--- src/design/memtest_pkg.sv ---
package memtest_pkg;

    //////////////////////////////
    // counters and display values
    //////////////////////////////

    // pass and fail totals
    typedef logic [31:0] count_t;

    // four bcd minute digits, digit 0 in [3:0]
    typedef logic [15:0] bcd4_t;

    // binary seconds, wraps at 65535
    typedef logic [15:0] secs_t;

    //////////////////////////////
    // tester fsm
    //////////////////////////////

    typedef enum logic [1:0] {
        st_idle  = 2'd0,  // waiting for run
        st_write = 2'd1,  // one word per cycle
        st_read  = 2'd2,  // issue reads, compare returning data
        st_check = 2'd3   // update totals, pulse pass_done
    } tester_state_e;

endpackage
--- src/design/memtest_top.sv ---
`timescale 1ns/1ps

module memtest_top import memtest_pkg::*; #(
    parameter int          addr_w         = 6,
    parameter int          data_w         = 32,
    parameter int unsigned clocks_per_sec = 27500000
) (
    input  logic              clk_gui,
    input  logic              timer_reset,
    input  logic              run,
    input  logic              fault_en,
    input  logic [addr_w-1:0] fault_addr,
    input  logic [data_w-1:0] fault_mask,
    output count_t            pass_count,
    output count_t            fail_count,
    output logic [addr_w-1:0] last_fail_addr,
    output logic              pass_done,
    output secs_t             secs,
    output bcd4_t             mins,
    output logic [2:0]        led
);

    localparam int unsigned clocks_per_min = 60 * clocks_per_sec;

    logic              ram_we;
    logic [addr_w-1:0] ram_addr;
    logic [data_w-1:0] ram_wdata;
    logic [data_w-1:0] ram_rdata;

    //////////////////////////////
    // tester and its ram
    //////////////////////////////

    mem_tester #(
        .addr_w (addr_w),
        .data_w (data_w)
    ) mem_tester_inst (
        .clk_gui        (clk_gui),
        .timer_reset    (timer_reset),
        .run            (run),
        .ram_we         (ram_we),
        .ram_addr       (ram_addr),
        .ram_wdata      (ram_wdata),
        .ram_rdata      (ram_rdata),
        .pass_count     (pass_count),
        .fail_count     (fail_count),
        .last_fail_addr (last_fail_addr),
        .pass_done      (pass_done)
    );

    test_ram #(
        .addr_w (addr_w),
        .data_w (data_w)
    ) test_ram_inst (
        .clk_gui    (clk_gui),
        .we         (ram_we),
        .addr       (ram_addr),
        .wdata      (ram_wdata),
        .rdata      (ram_rdata),
        .fault_en   (fault_en),      // straight from the pins
        .fault_addr (fault_addr),
        .fault_mask (fault_mask)
    );

    //////////////////////////////
    // elapsed time
    //////////////////////////////

    elapsed_timer #(
        .clocks_per_sec (clocks_per_sec),
        .clocks_per_min (clocks_per_min)
    ) elapsed_timer_inst (
        .clk_gui     (clk_gui),
        .timer_reset (timer_reset),
        .secs        (secs),
        .mins        (mins)
    );

    // low fail bits plus a seconds heartbeat
    assign led = {secs[0], fail_count[1:0]};

endmodule

--- src/design/mem_tester.sv ---
`timescale 1ns/1ps

module mem_tester import memtest_pkg::*; #(
    parameter int addr_w = 6,
    parameter int data_w = 32  // even width so the pattern splits in halves
) (
    input  logic              clk_gui,
    input  logic              timer_reset,
    input  logic              run,
    // ram port
    output logic              ram_we,
    output logic [addr_w-1:0] ram_addr,
    output logic [data_w-1:0] ram_wdata,
    input  logic [data_w-1:0] ram_rdata,
    // results
    output count_t            pass_count,
    output count_t            fail_count,
    output logic [addr_w-1:0] last_fail_addr,
    output logic              pass_done
);

    localparam int half_w = data_w / 2;

    tester_state_e state;

    // one extra bit so the read phase can count its trailing cycle
    logic [addr_w:0]   addr_cnt;
    count_t            pass_num;     // counts clean and failing passes alike
    logic [addr_w-1:0] rd_addr_q;    // address whose data is on ram_rdata
    logic              rd_valid_q;   // ram_rdata holds a word to compare
    logic              mismatch_q;   // sticky for the current pass
    logic [data_w-1:0] expect_data;
    logic              rd_mismatch;
    logic              last_addr;

    //////////////////////////////
    // test pattern
    //////////////////////////////

    // upper half carries the pass and lower half the address
    // odd passes invert every bit so each cell sees both polarities
    function automatic logic [data_w-1:0] pattern(
        input count_t            p,
        input logic [addr_w-1:0] a
    );
        logic [data_w-1:0] w;
        w = {half_w'(p), half_w'(a)};
        if (p[0]) begin
            w = ~w;
        end
        return w;
    endfunction

    //////////////////////////////
    // ram drive
    //////////////////////////////

    assign ram_addr  = addr_cnt[addr_w-1:0];  // wraps to 0 on the spare read cycle
    assign ram_we    = (state == st_write);
    assign ram_wdata = pattern(pass_num, ram_addr);

    // last word of the sweep
    assign last_addr = (addr_cnt[addr_w-1:0] == {addr_w{1'b1}});

    //////////////////////////////
    // fsm and address counter
    //////////////////////////////

    always_ff @(posedge clk_gui) begin
        if (timer_reset) begin
            state    <= st_idle;
            addr_cnt <= '0;
        end else begin
            unique case (state)
                st_idle: begin
                    addr_cnt <= '0;
                    if (run) begin
                        state <= st_write;
                    end
                end
                st_write: begin
                    if (last_addr) begin
                        addr_cnt <= '0;  // read sweep starts at 0
                        state    <= st_read;
                    end else begin
                        addr_cnt <= addr_cnt + 1'b1;
                    end
                end
                st_read: begin
                    // top bit set means all reads issued and last data arriving now
                    if (addr_cnt[addr_w]) begin
                        addr_cnt <= '0;
                        state    <= st_check;
                    end else begin
                        addr_cnt <= addr_cnt + 1'b1;
                    end
                end
                st_check: begin
                    addr_cnt <= '0;
                    // run only matters here so a pass always runs to the end
                    state    <= run ? st_write : st_idle;
                end
                default: begin
                    state <= st_idle;
                end
            endcase
        end
    end

    //////////////////////////////
    // read pipeline and compare
    //////////////////////////////

    // track which address the ram is answering
    always_ff @(posedge clk_gui) begin
        if (timer_reset) begin
            rd_valid_q <= 1'b0;
        end else begin
            rd_valid_q <= (state == st_read) && !addr_cnt[addr_w];
        end
    end

    always_ff @(posedge clk_gui) begin
        rd_addr_q <= ram_addr;  // address behind next cycle's ram_rdata
    end

    assign expect_data = pattern(pass_num, rd_addr_q);
    assign rd_mismatch = rd_valid_q && (ram_rdata != expect_data);

    //////////////////////////////
    // results
    //////////////////////////////

    // one cycle wide since st_check lasts one cycle
    assign pass_done = (state == st_check);

    always_ff @(posedge clk_gui) begin
        if (timer_reset) begin
            mismatch_q     <= 1'b0;
            last_fail_addr <= '0;
        end else begin
            if (state == st_check) begin
                mismatch_q <= 1'b0;  // fresh for the next pass
            end else if (rd_mismatch) begin
                mismatch_q <= 1'b1;
            end
            if (rd_mismatch) begin
                last_fail_addr <= rd_addr_q;  // latest one wins
            end
        end
    end

    // totals move at the end of st_check
    always_ff @(posedge clk_gui) begin
        if (timer_reset) begin
            pass_count <= '0;
            fail_count <= '0;
            pass_num   <= '0;
        end else if (state == st_check) begin
            if (mismatch_q) begin
                fail_count <= fail_count + count_t'(1);
            end else begin
                pass_count <= pass_count + count_t'(1);
            end
            pass_num <= pass_num + count_t'(1);  // next pass flips polarity
        end
    end

endmodule

--- src/design/test_ram.sv ---
`timescale 1ns/1ps

module test_ram #(
    parameter int addr_w = 6,
    parameter int data_w = 32
) (
    input  logic              clk_gui,
    input  logic              we,
    input  logic [addr_w-1:0] addr,
    input  logic [data_w-1:0] wdata,
    output logic [data_w-1:0] rdata,
    input  logic              fault_en,
    input  logic [addr_w-1:0] fault_addr,
    input  logic [data_w-1:0] fault_mask
);

    localparam int depth = 1 << addr_w;

    // storage, contents undefined after reset
    logic [data_w-1:0] mem [depth];

    logic              hit_fault;  // this write lands on the faulty cell
    logic [data_w-1:0] store_data;

    //////////////////////////////
    // fault injection
    //////////////////////////////

    // masked bits get flipped on the way in
    // so the cell reads back wrong until rewritten with fault_en low
    assign hit_fault  = fault_en && (addr == fault_addr);
    assign store_data = hit_fault ? (wdata ^ fault_mask) : wdata;

    //////////////////////////////
    // single port array
    //////////////////////////////

    always_ff @(posedge clk_gui) begin
        if (we) begin
            mem[addr] <= store_data;
        end
        rdata <= mem[addr];  // one cycle read, old data on collision
    end

endmodule

--- src/design/elapsed_timer.sv ---
`timescale 1ns/1ps

module elapsed_timer import memtest_pkg::*; #(
    parameter int unsigned clocks_per_sec = 27500000,
    parameter int unsigned clocks_per_min = 60 * 27500000
) (
    input  logic  clk_gui,
    input  logic  timer_reset,
    output secs_t secs,
    output bcd4_t mins
);

    // terminal values of the two prescalers
    localparam logic [31:0] sec_max = 32'(clocks_per_sec - 1);
    localparam logic [31:0] min_max = 32'(clocks_per_min - 1);

    logic [31:0] sec_div;  // cycles into the current second
    logic [31:0] min_div;  // cycles into the current minute

    // add one to a four digit bcd value
    // each digit rolls 9 -> 0 and carries upward, 9999 wraps to 0000
    function automatic bcd4_t bcd_inc(input bcd4_t v);
        bcd4_t       r;
        logic        carry;
        logic [3:0]  digit;
        r     = v;
        carry = 1'b1;
        for (int i = 0; i < 4; i++) begin
            digit = v[4*i +: 4];
            if (carry) begin
                if (digit == 4'd9) begin
                    r[4*i +: 4] = 4'd0;  // carry goes on
                end else begin
                    r[4*i +: 4] = digit + 4'd1;
                    carry       = 1'b0;
                end
            end
        end
        return r;
    endfunction

    //////////////////////////////
    // seconds, plain binary
    //////////////////////////////

    always_ff @(posedge clk_gui) begin
        if (timer_reset) begin
            sec_div <= '0;
            secs    <= '0;
        end else if (sec_div == sec_max) begin
            sec_div <= '0;
            secs    <= secs + secs_t'(1);  // free wrap at 16 bits
        end else begin
            sec_div <= sec_div + 32'd1;
        end
    end

    //////////////////////////////
    // minutes, bcd
    //////////////////////////////

    // own prescaler, not chained off the seconds
    always_ff @(posedge clk_gui) begin
        if (timer_reset) begin
            min_div <= '0;
            mins    <= '0;
        end else if (min_div == min_max) begin
            min_div <= '0;
            mins    <= bcd_inc(mins);
        end else begin
            min_div <= min_div + 32'd1;
        end
    end

endmodule

--- config.mk ---
export PLATFORM = sky130hd
export DESIGN_NAME = memtest_top
export DESIGN_NICKNAME = d
export VERILOG_FILES = /design/src/design/memtest_pkg.sv /design/src/design/memtest_top.sv /design/src/design/mem_tester.sv /design/src/design/test_ram.sv /design/src/design/elapsed_timer.sv
export SDC_FILE = /design/constraint.sdc
export NUM_CORES = 2
export LEC_CHECK = 0
export ABC_AREA = 1
export BUFFER_PORTS_ARGS = -buffer_cell sky130_fd_sc_hd__buf_4
export CAP_MARGIN = 20
export CORE_UTILIZATION = 45
export CTS_CLUSTER_SIZE = 8
export DETAILED_ROUTE_END_ITERATION = 10
export PLACE_DENSITY = 0.6
export SYNTH_ARGS = -nofsm -noshare
export SYNTH_HDL_FRONTEND = slang
export SYNTH_SLANG_ARGS = --single-unit
--- constraint.sdc ---
create_clock -name clk_gui -period 11.65 [get_ports clk_gui]
set_input_delay 2.33 -clock clk_gui [delete_from_list [all_inputs] [get_ports clk_gui]]
set_output_delay 2.33 -clock clk_gui [all_outputs]
set_load 0.01 [all_outputs]
## After elaboration in Yosys (flattened, before gate mapping)

Memory sizes are Yosys's and may differ from the RTL's. A register that Yosys moved wholly into a read port is not among the register bits.
Index checks and enable logic that the tools add are counted.
Widths: inputs -> output; s select.

- Register bits: 215
- Memory bits (writable): 2048
- Input bits: 42
- Output and inout port bits: 106
- Logic and storage cells: 90
- Memories: 1

Memories:

| name | words | bits a word | rd ports | clocked after Yosys merged registers in | wr ports | RTL line | RTL |
|---|---|---|---|---|---|---|---|
| test_ram_inst.mem | 64 | 32 | 1 | 1 | 1 | test_ram.sv:20 | `logic [data_w-1:0] mem [depth];` |

- Add/sub/neg operators: 11
- Eq/ne operators: 15
- Muxes and demuxes: 28
- Bitwise logic cells: 4
- Reduce and logical (&&, ||, !) cells: 15

Operators with widths:

| operator | number |
|---|---|
| $add 32x1->32 const B | 5 |
| $mux 32 | 3 |
| $not 32->32 | 2 |
| $eq 32x25->1 const B | 1 |
| $eq 32x31->1 const B | 1 |
| $ne 32x32->1 | 1 |
| $xor 32x32->32 | 1 |
| $pmux 7 s3 | 1 |
| $add 16x1->16 const B | 1 |
| $add 4x1->4 const B | 4 |
| $eq 4x4->1 const B | 4 |
| $mux 4 | 4 |
| $mux 1 | 14 |
| $mux 7 | 2 |
| $reduce_and 2->1 | 5 |
| $pmux 2 s4 | 1 |
| $reduce_or 2->1 | 4 |
| $add 7x1->7 const B | 1 |
| $eq 6x6->1 | 1 |
| $eq 6x6->1 const B | 1 |
| $mux 2 | 3 |
| $eq 2x2->1 const B | 2 |
| $ne 2x2->1 const B | 2 |
| $logic_and 1x1->1 | 3 |
| 6 further kinds | 6 |

## Depth between registers and ports, before layout

- Depth after elaboration: 11
- Mapped depth: 14
- Gate-level depth less buffers: 13

## Hierarchy

Synthesis repeated with hierarchy kept, for this count alone.

- Cells, all modules: 10461
- Area total of the unflattened synthesis: 100849.2 sq um

Modules (own cells, without submodules):

| module | instances | cells an instance | area each (sq um) | seq. area each (sq um) |
|---|---|---|---|---|
| test_ram | 1 | 8653 | 89306.9 | 62139.6 |
| mem_tester | 1 | 921 | 5939.4 | 2062.0 |
| elapsed_timer | 1 | 884 | 5580.4 | 1921.8 |
| memtest_top | 1 | 3 | 22.5 | 0.0 |

## Worst setup path after synthesis

Ideal clock, no wire load.

- Path kind: input-to-reg
- Start point: input port fault_addr[3]
- End point: memory test_ram_inst.mem[0][19], data pin
- Library setup time: 0.567 ns
- Arrival time: 5.030 ns
- Data required time: 11.083 ns
- Slack: 6.053 ns
- Stages on the path: 6
- Path buffers: 1
- Cell sequence: nand2_1 > o21ai_0 > nor4_2 > buf_2 > nand3_1 > xnor2_1

- Cells in the longest elaborated chain, start to end: 3

Ends and longest elaborated chain:

| item | RTL line | RTL |
|---|---|---|
| start: declaration | memtest_top.sv:12 | `input logic [addr_w-1:0] fault_addr,` |
| $eq 6x6->1 | test_ram.sv:31 | `assign hit_fault = fault_en && (addr == fault_addr);` |
| $logic_and 1x1->1 | test_ram.sv:31 |  |
| $mux 32 | test_ram.sv:32 | `assign store_data = hit_fault ? (wdata ^ fault_mask) : wdata;` |
| via test_ram_inst.store_data[19] | test_ram.sv:23 | `logic [data_w-1:0] store_data;` |
| end: declaration | test_ram.sv:20 |  |

The timed path passes the listed nets, and every way through them passes these cells.

## Worst setup path in the final report

- Start point: register mem_tester_inst.addr_cnt[0]
- End point: memory test_ram_inst.mem[45][19] (enable)

RTL lines:

| item | RTL line | RTL |
|---|---|---|
| start: declaration | mem_tester.sv:27 | `logic [addr_w:0] addr_cnt;` |
| start signal: assignment | mem_tester.sv:86 | `addr_cnt <= addr_cnt + 1'b1;` |
| start signal: assignment | mem_tester.sv:95 | `addr_cnt <= addr_cnt + 1'b1;` |

Straight into the memory's write port.

==> flow_metrics.py <==
metrics = {
    "clocking": {
        "clk_latency_ps": 940,
        "cts_sinks": 2279,
        "clockBufferDepth": 4,
        "cts_setup_buffers": 0,
        "htree_levels": 5,
        "cts_tree": "yes",
        "ctsHoldBuffers": 0,
        "cts_root_buf": "clkbuf_16",
        "numCtsBuffers": 335,
        "path_clk_slew_ps": 50,
        "cts-resized-gates": 0,
    },
    "placement": {
        "pre_cts_ws_ps": 6340,
        "placed_cell_area_sq_um": 93100,
        "port_buffers": 147,
        "dp_hpwl_microns": 139000,
        "gp_congestion": 0.886,
    },
    "hold_path": {
        "worst_hold_path_type": "reg -> reg",
    },
    "setup_path": {
        "cp_cell_sequence": "nand3_4, inv_8, buf_4, nand2_1, nor2_4, buf_4",
        "start_kind": "register",
        "crit_fanout": 46,
        "worst_path_most_repeated_cell": "buf_4",
        "required_ps": 12180,
        "critPathTopFamily": "simple AND/OR/NAND/NOR gates",
        "cp.arrival_ps": 5280,
        "crit_buf_inv": 3,
        "crit_type": "reg -> reg",
        "slowest_delay_ps": 910,
        "cp_slowest_cell": "dfxtp_1",
        "end_kind": "register",
    },
    "final_layout": {
        "area_growth_pct": 16.2,
        "layout.nets": 7383,
        "stdcell_area_sq_um": 102000,
        "drive_above_1_share": 0.106,
    },
    "logic_synthesis": {
        "synth_most_common_cell": "nand2_1",
        "netlist_instances": 6984,
        "synthTopCellsByCount": "nand2_1, edfxtp_1, nor2_1, nand4_1, nand3_1",
        "ys_ff_latch": 2279,
        "synth_top_area_frac": 0.699,
        "yosysTopAreaCell": "edfxtp_1",
        "synth_nets": 7039,
        "yosys_warnings": 0,
        "synth_area_leaders": "edfxtp_1, nand2_1, dfxtp_1, nand4_1, a22oi_1",
        "ys_types": 47,
        "synth_edf_count": 2048,
        "ys_seq_area_frac": 0.752,
        "ys.flop_type": "edfxtp_1",
        "synth_area_sq_um": 87900,
        "synth.avg_cell_area_sq_um": 12.6,
        "synth_async_sr_flop_share": 0,
    },
    "floorplan": {
        "die_h_microns": 444,
        "core_region_area_sq_um": 193000,
        "die-area_sq_um": 197000,
        "die_w_microns": 444,
        "start_util": 0.455,
        "num_io_pins": 148,
        "rows": 161,
    },
    "drt": {
        "viasPerCell": 5.82,
        "antenna_left": 0,
        "drc": 0,
        "drt-wirelength-per-cell_microns": 27.0,
        "vias": 58077,
        "drt-total-wl_microns": 269000,
        "first_pass_iters": 6,
        "drtIter0Drc": 6781,
    },
    "sta": {
        "setup_viol": 0,
        "min_period_ps": 4740,
        "timing.hold.ws_ps": 444,
        "skew_ps": 63.3,
        "slew_headroom": 0.231,
        "finalHoldViolCount": 0,
        "rsz0062_at_grt": "false",
        "slew_violations": 0,
        "fmax_mhz": 211,
        "tns_ps": 0,
        "min_period_over_period": 0.407,
        "worst_pin_slew_ps": 1150,
        "layout_setup_ws_ps": 6910,
    },
    "global_route": {
        "grtUsageMet1": 0.369,
        "grt_first_pass_wirelength_microns": 383000,
        "overflow": 0,
        "grt_antenna_before_repair": 11,
        "grtUsageMet2": 0.424,
        "grt_pass1_vias": 54723,
        "grt.total_usage": 0.269,
        "grt_util_met3": 0.0492,
        "grt_max_degree": 133,
        "grt_busiest_layer": "met2",
    },
    "flow_run": {
        "drv_cap": 0,
    },
    "pwr": {
        "power_density_nw_per_um2": 196,
        "vdd_drop_max_uv": 154,
        "p_leak_nw": 35.0,
    },
    "status": {
        "outcome": "complete, no violations",
    },
}
-- cells by family (layout without fill, tap and decap cells) --
family | Yosys count | in the layout | share of synthesized area
adder cells (fa/ha/maj) | 13 | 13 | 0.00185
buffers and inverters | 592 | 1053 | 0.0281
XOR/XNOR | 85 | 85 | 0.00847
other | 0 | 4 | 0
AO/OA/AOI/OAI | 739 | 739 | 0.0513
AND/OR/NAND/NOR | 3276 | 3276 | 0.158
flip-flops | 2279 | 2279 | 0.752
-- path summary, 6_finish.rpt --
path / startpoint / endpoint / slack, ps / cells after the start
setup / recovery: mem_tester_inst.addr_cnt[0] / test_ram_inst.mem[45][19] / 6910 / 6
hold / removal: elapsed_timer_inst.sec_div[0] / elapsed_timer_inst.sec_div[0] / 440 / 1
setup reg to reg: mem_tester_inst.addr_cnt[0] / test_ram_inst.mem[45][19] / 6910 / 6
hold reg to reg: elapsed_timer_inst.sec_div[0] / elapsed_timer_inst.sec_div[0] / 440 / 1
-- cell type report --
| type | instances | area [sq um] |
|---|---|---|
| flip-flops and latches | 2279 | 66100 |
| diodes | 4 | 10.0 |
| multi-input cells | 4113 | 20400 |
| fillers | 15985 | 91200 |
| repair buffers | 298 | 2350 |
| well taps | 2526 | 3160 |
| inverters | 301 | 1170 |
| clock buffers | 447 | 8920 |
| clock inverters | 7 | 83.8 |
-- where the power goes --
group          switching [W]  internal [W]  leakage [nW]
clock                0.00327       0.00523          4.36
sequential          0.000128       0.00935          20.9
combinational        0.00159      0.000459          9.72
total                0.00498        0.0150          35.0
-- metal layers --
layer | wire [microns] | share of wire
met1 | 107000 | 0.40
met4 | 11200 | 0.042
met3 | 27300 | 0.10
met2 | 124000 | 0.46
met5 | 27 | 0.00010
-- registers in the layout, indices dropped and copies added, names as in the netlist, 16 cells and up --
name,flops
elapsed_timer_inst.sec_div,32
mem_tester_inst.fail_count,32
test_ram_inst.mem,2048
test_ram_inst.rdata,32
mem_tester_inst.pass_count,32
mem_tester_inst.pass_num,16
elapsed_timer_inst.secs,16
elapsed_timer_inst.mins,16
elapsed_timer_inst.min_div,32
-- placed cells by master, fill, tap and decap left out, drive strengths merged --
master	count
buf	297
nand2	2135
a21oi	163
nand3	309
o2111ai	16
nor4b	1
or2	6
a221oi	1
xor2	59
o2bb2ai	13
ha	13
o221ai	1
o21ai	268
o211ai	1
o21bai	1
and3	7
nand4	317
nor3	87
o21a	2
nor3b	20
nor4	16
edfxtp	2048
a22o	3
a31oi	4
dfxtp	231
nand3b	10
a22oi	261
diode	4
xnor2	26
inv	303
nor2	368
clkbuf	448
clkinv	5
a211oi	5
-- per-stage QoR --
stage	cells	total power, W	util
2_1_floorplan	6984	0.0107	-
3_3_place_gp	9512	0.0116	0.481
3_5_place_dp	9514	0.0116	0.482
4_1_cts	9968	0.0201	0.528
5_1_grt	9971	0.0206	0.528
6_report	9975	0.0200	0.528
No activity file was read; power rests on OpenSTA's default activity.
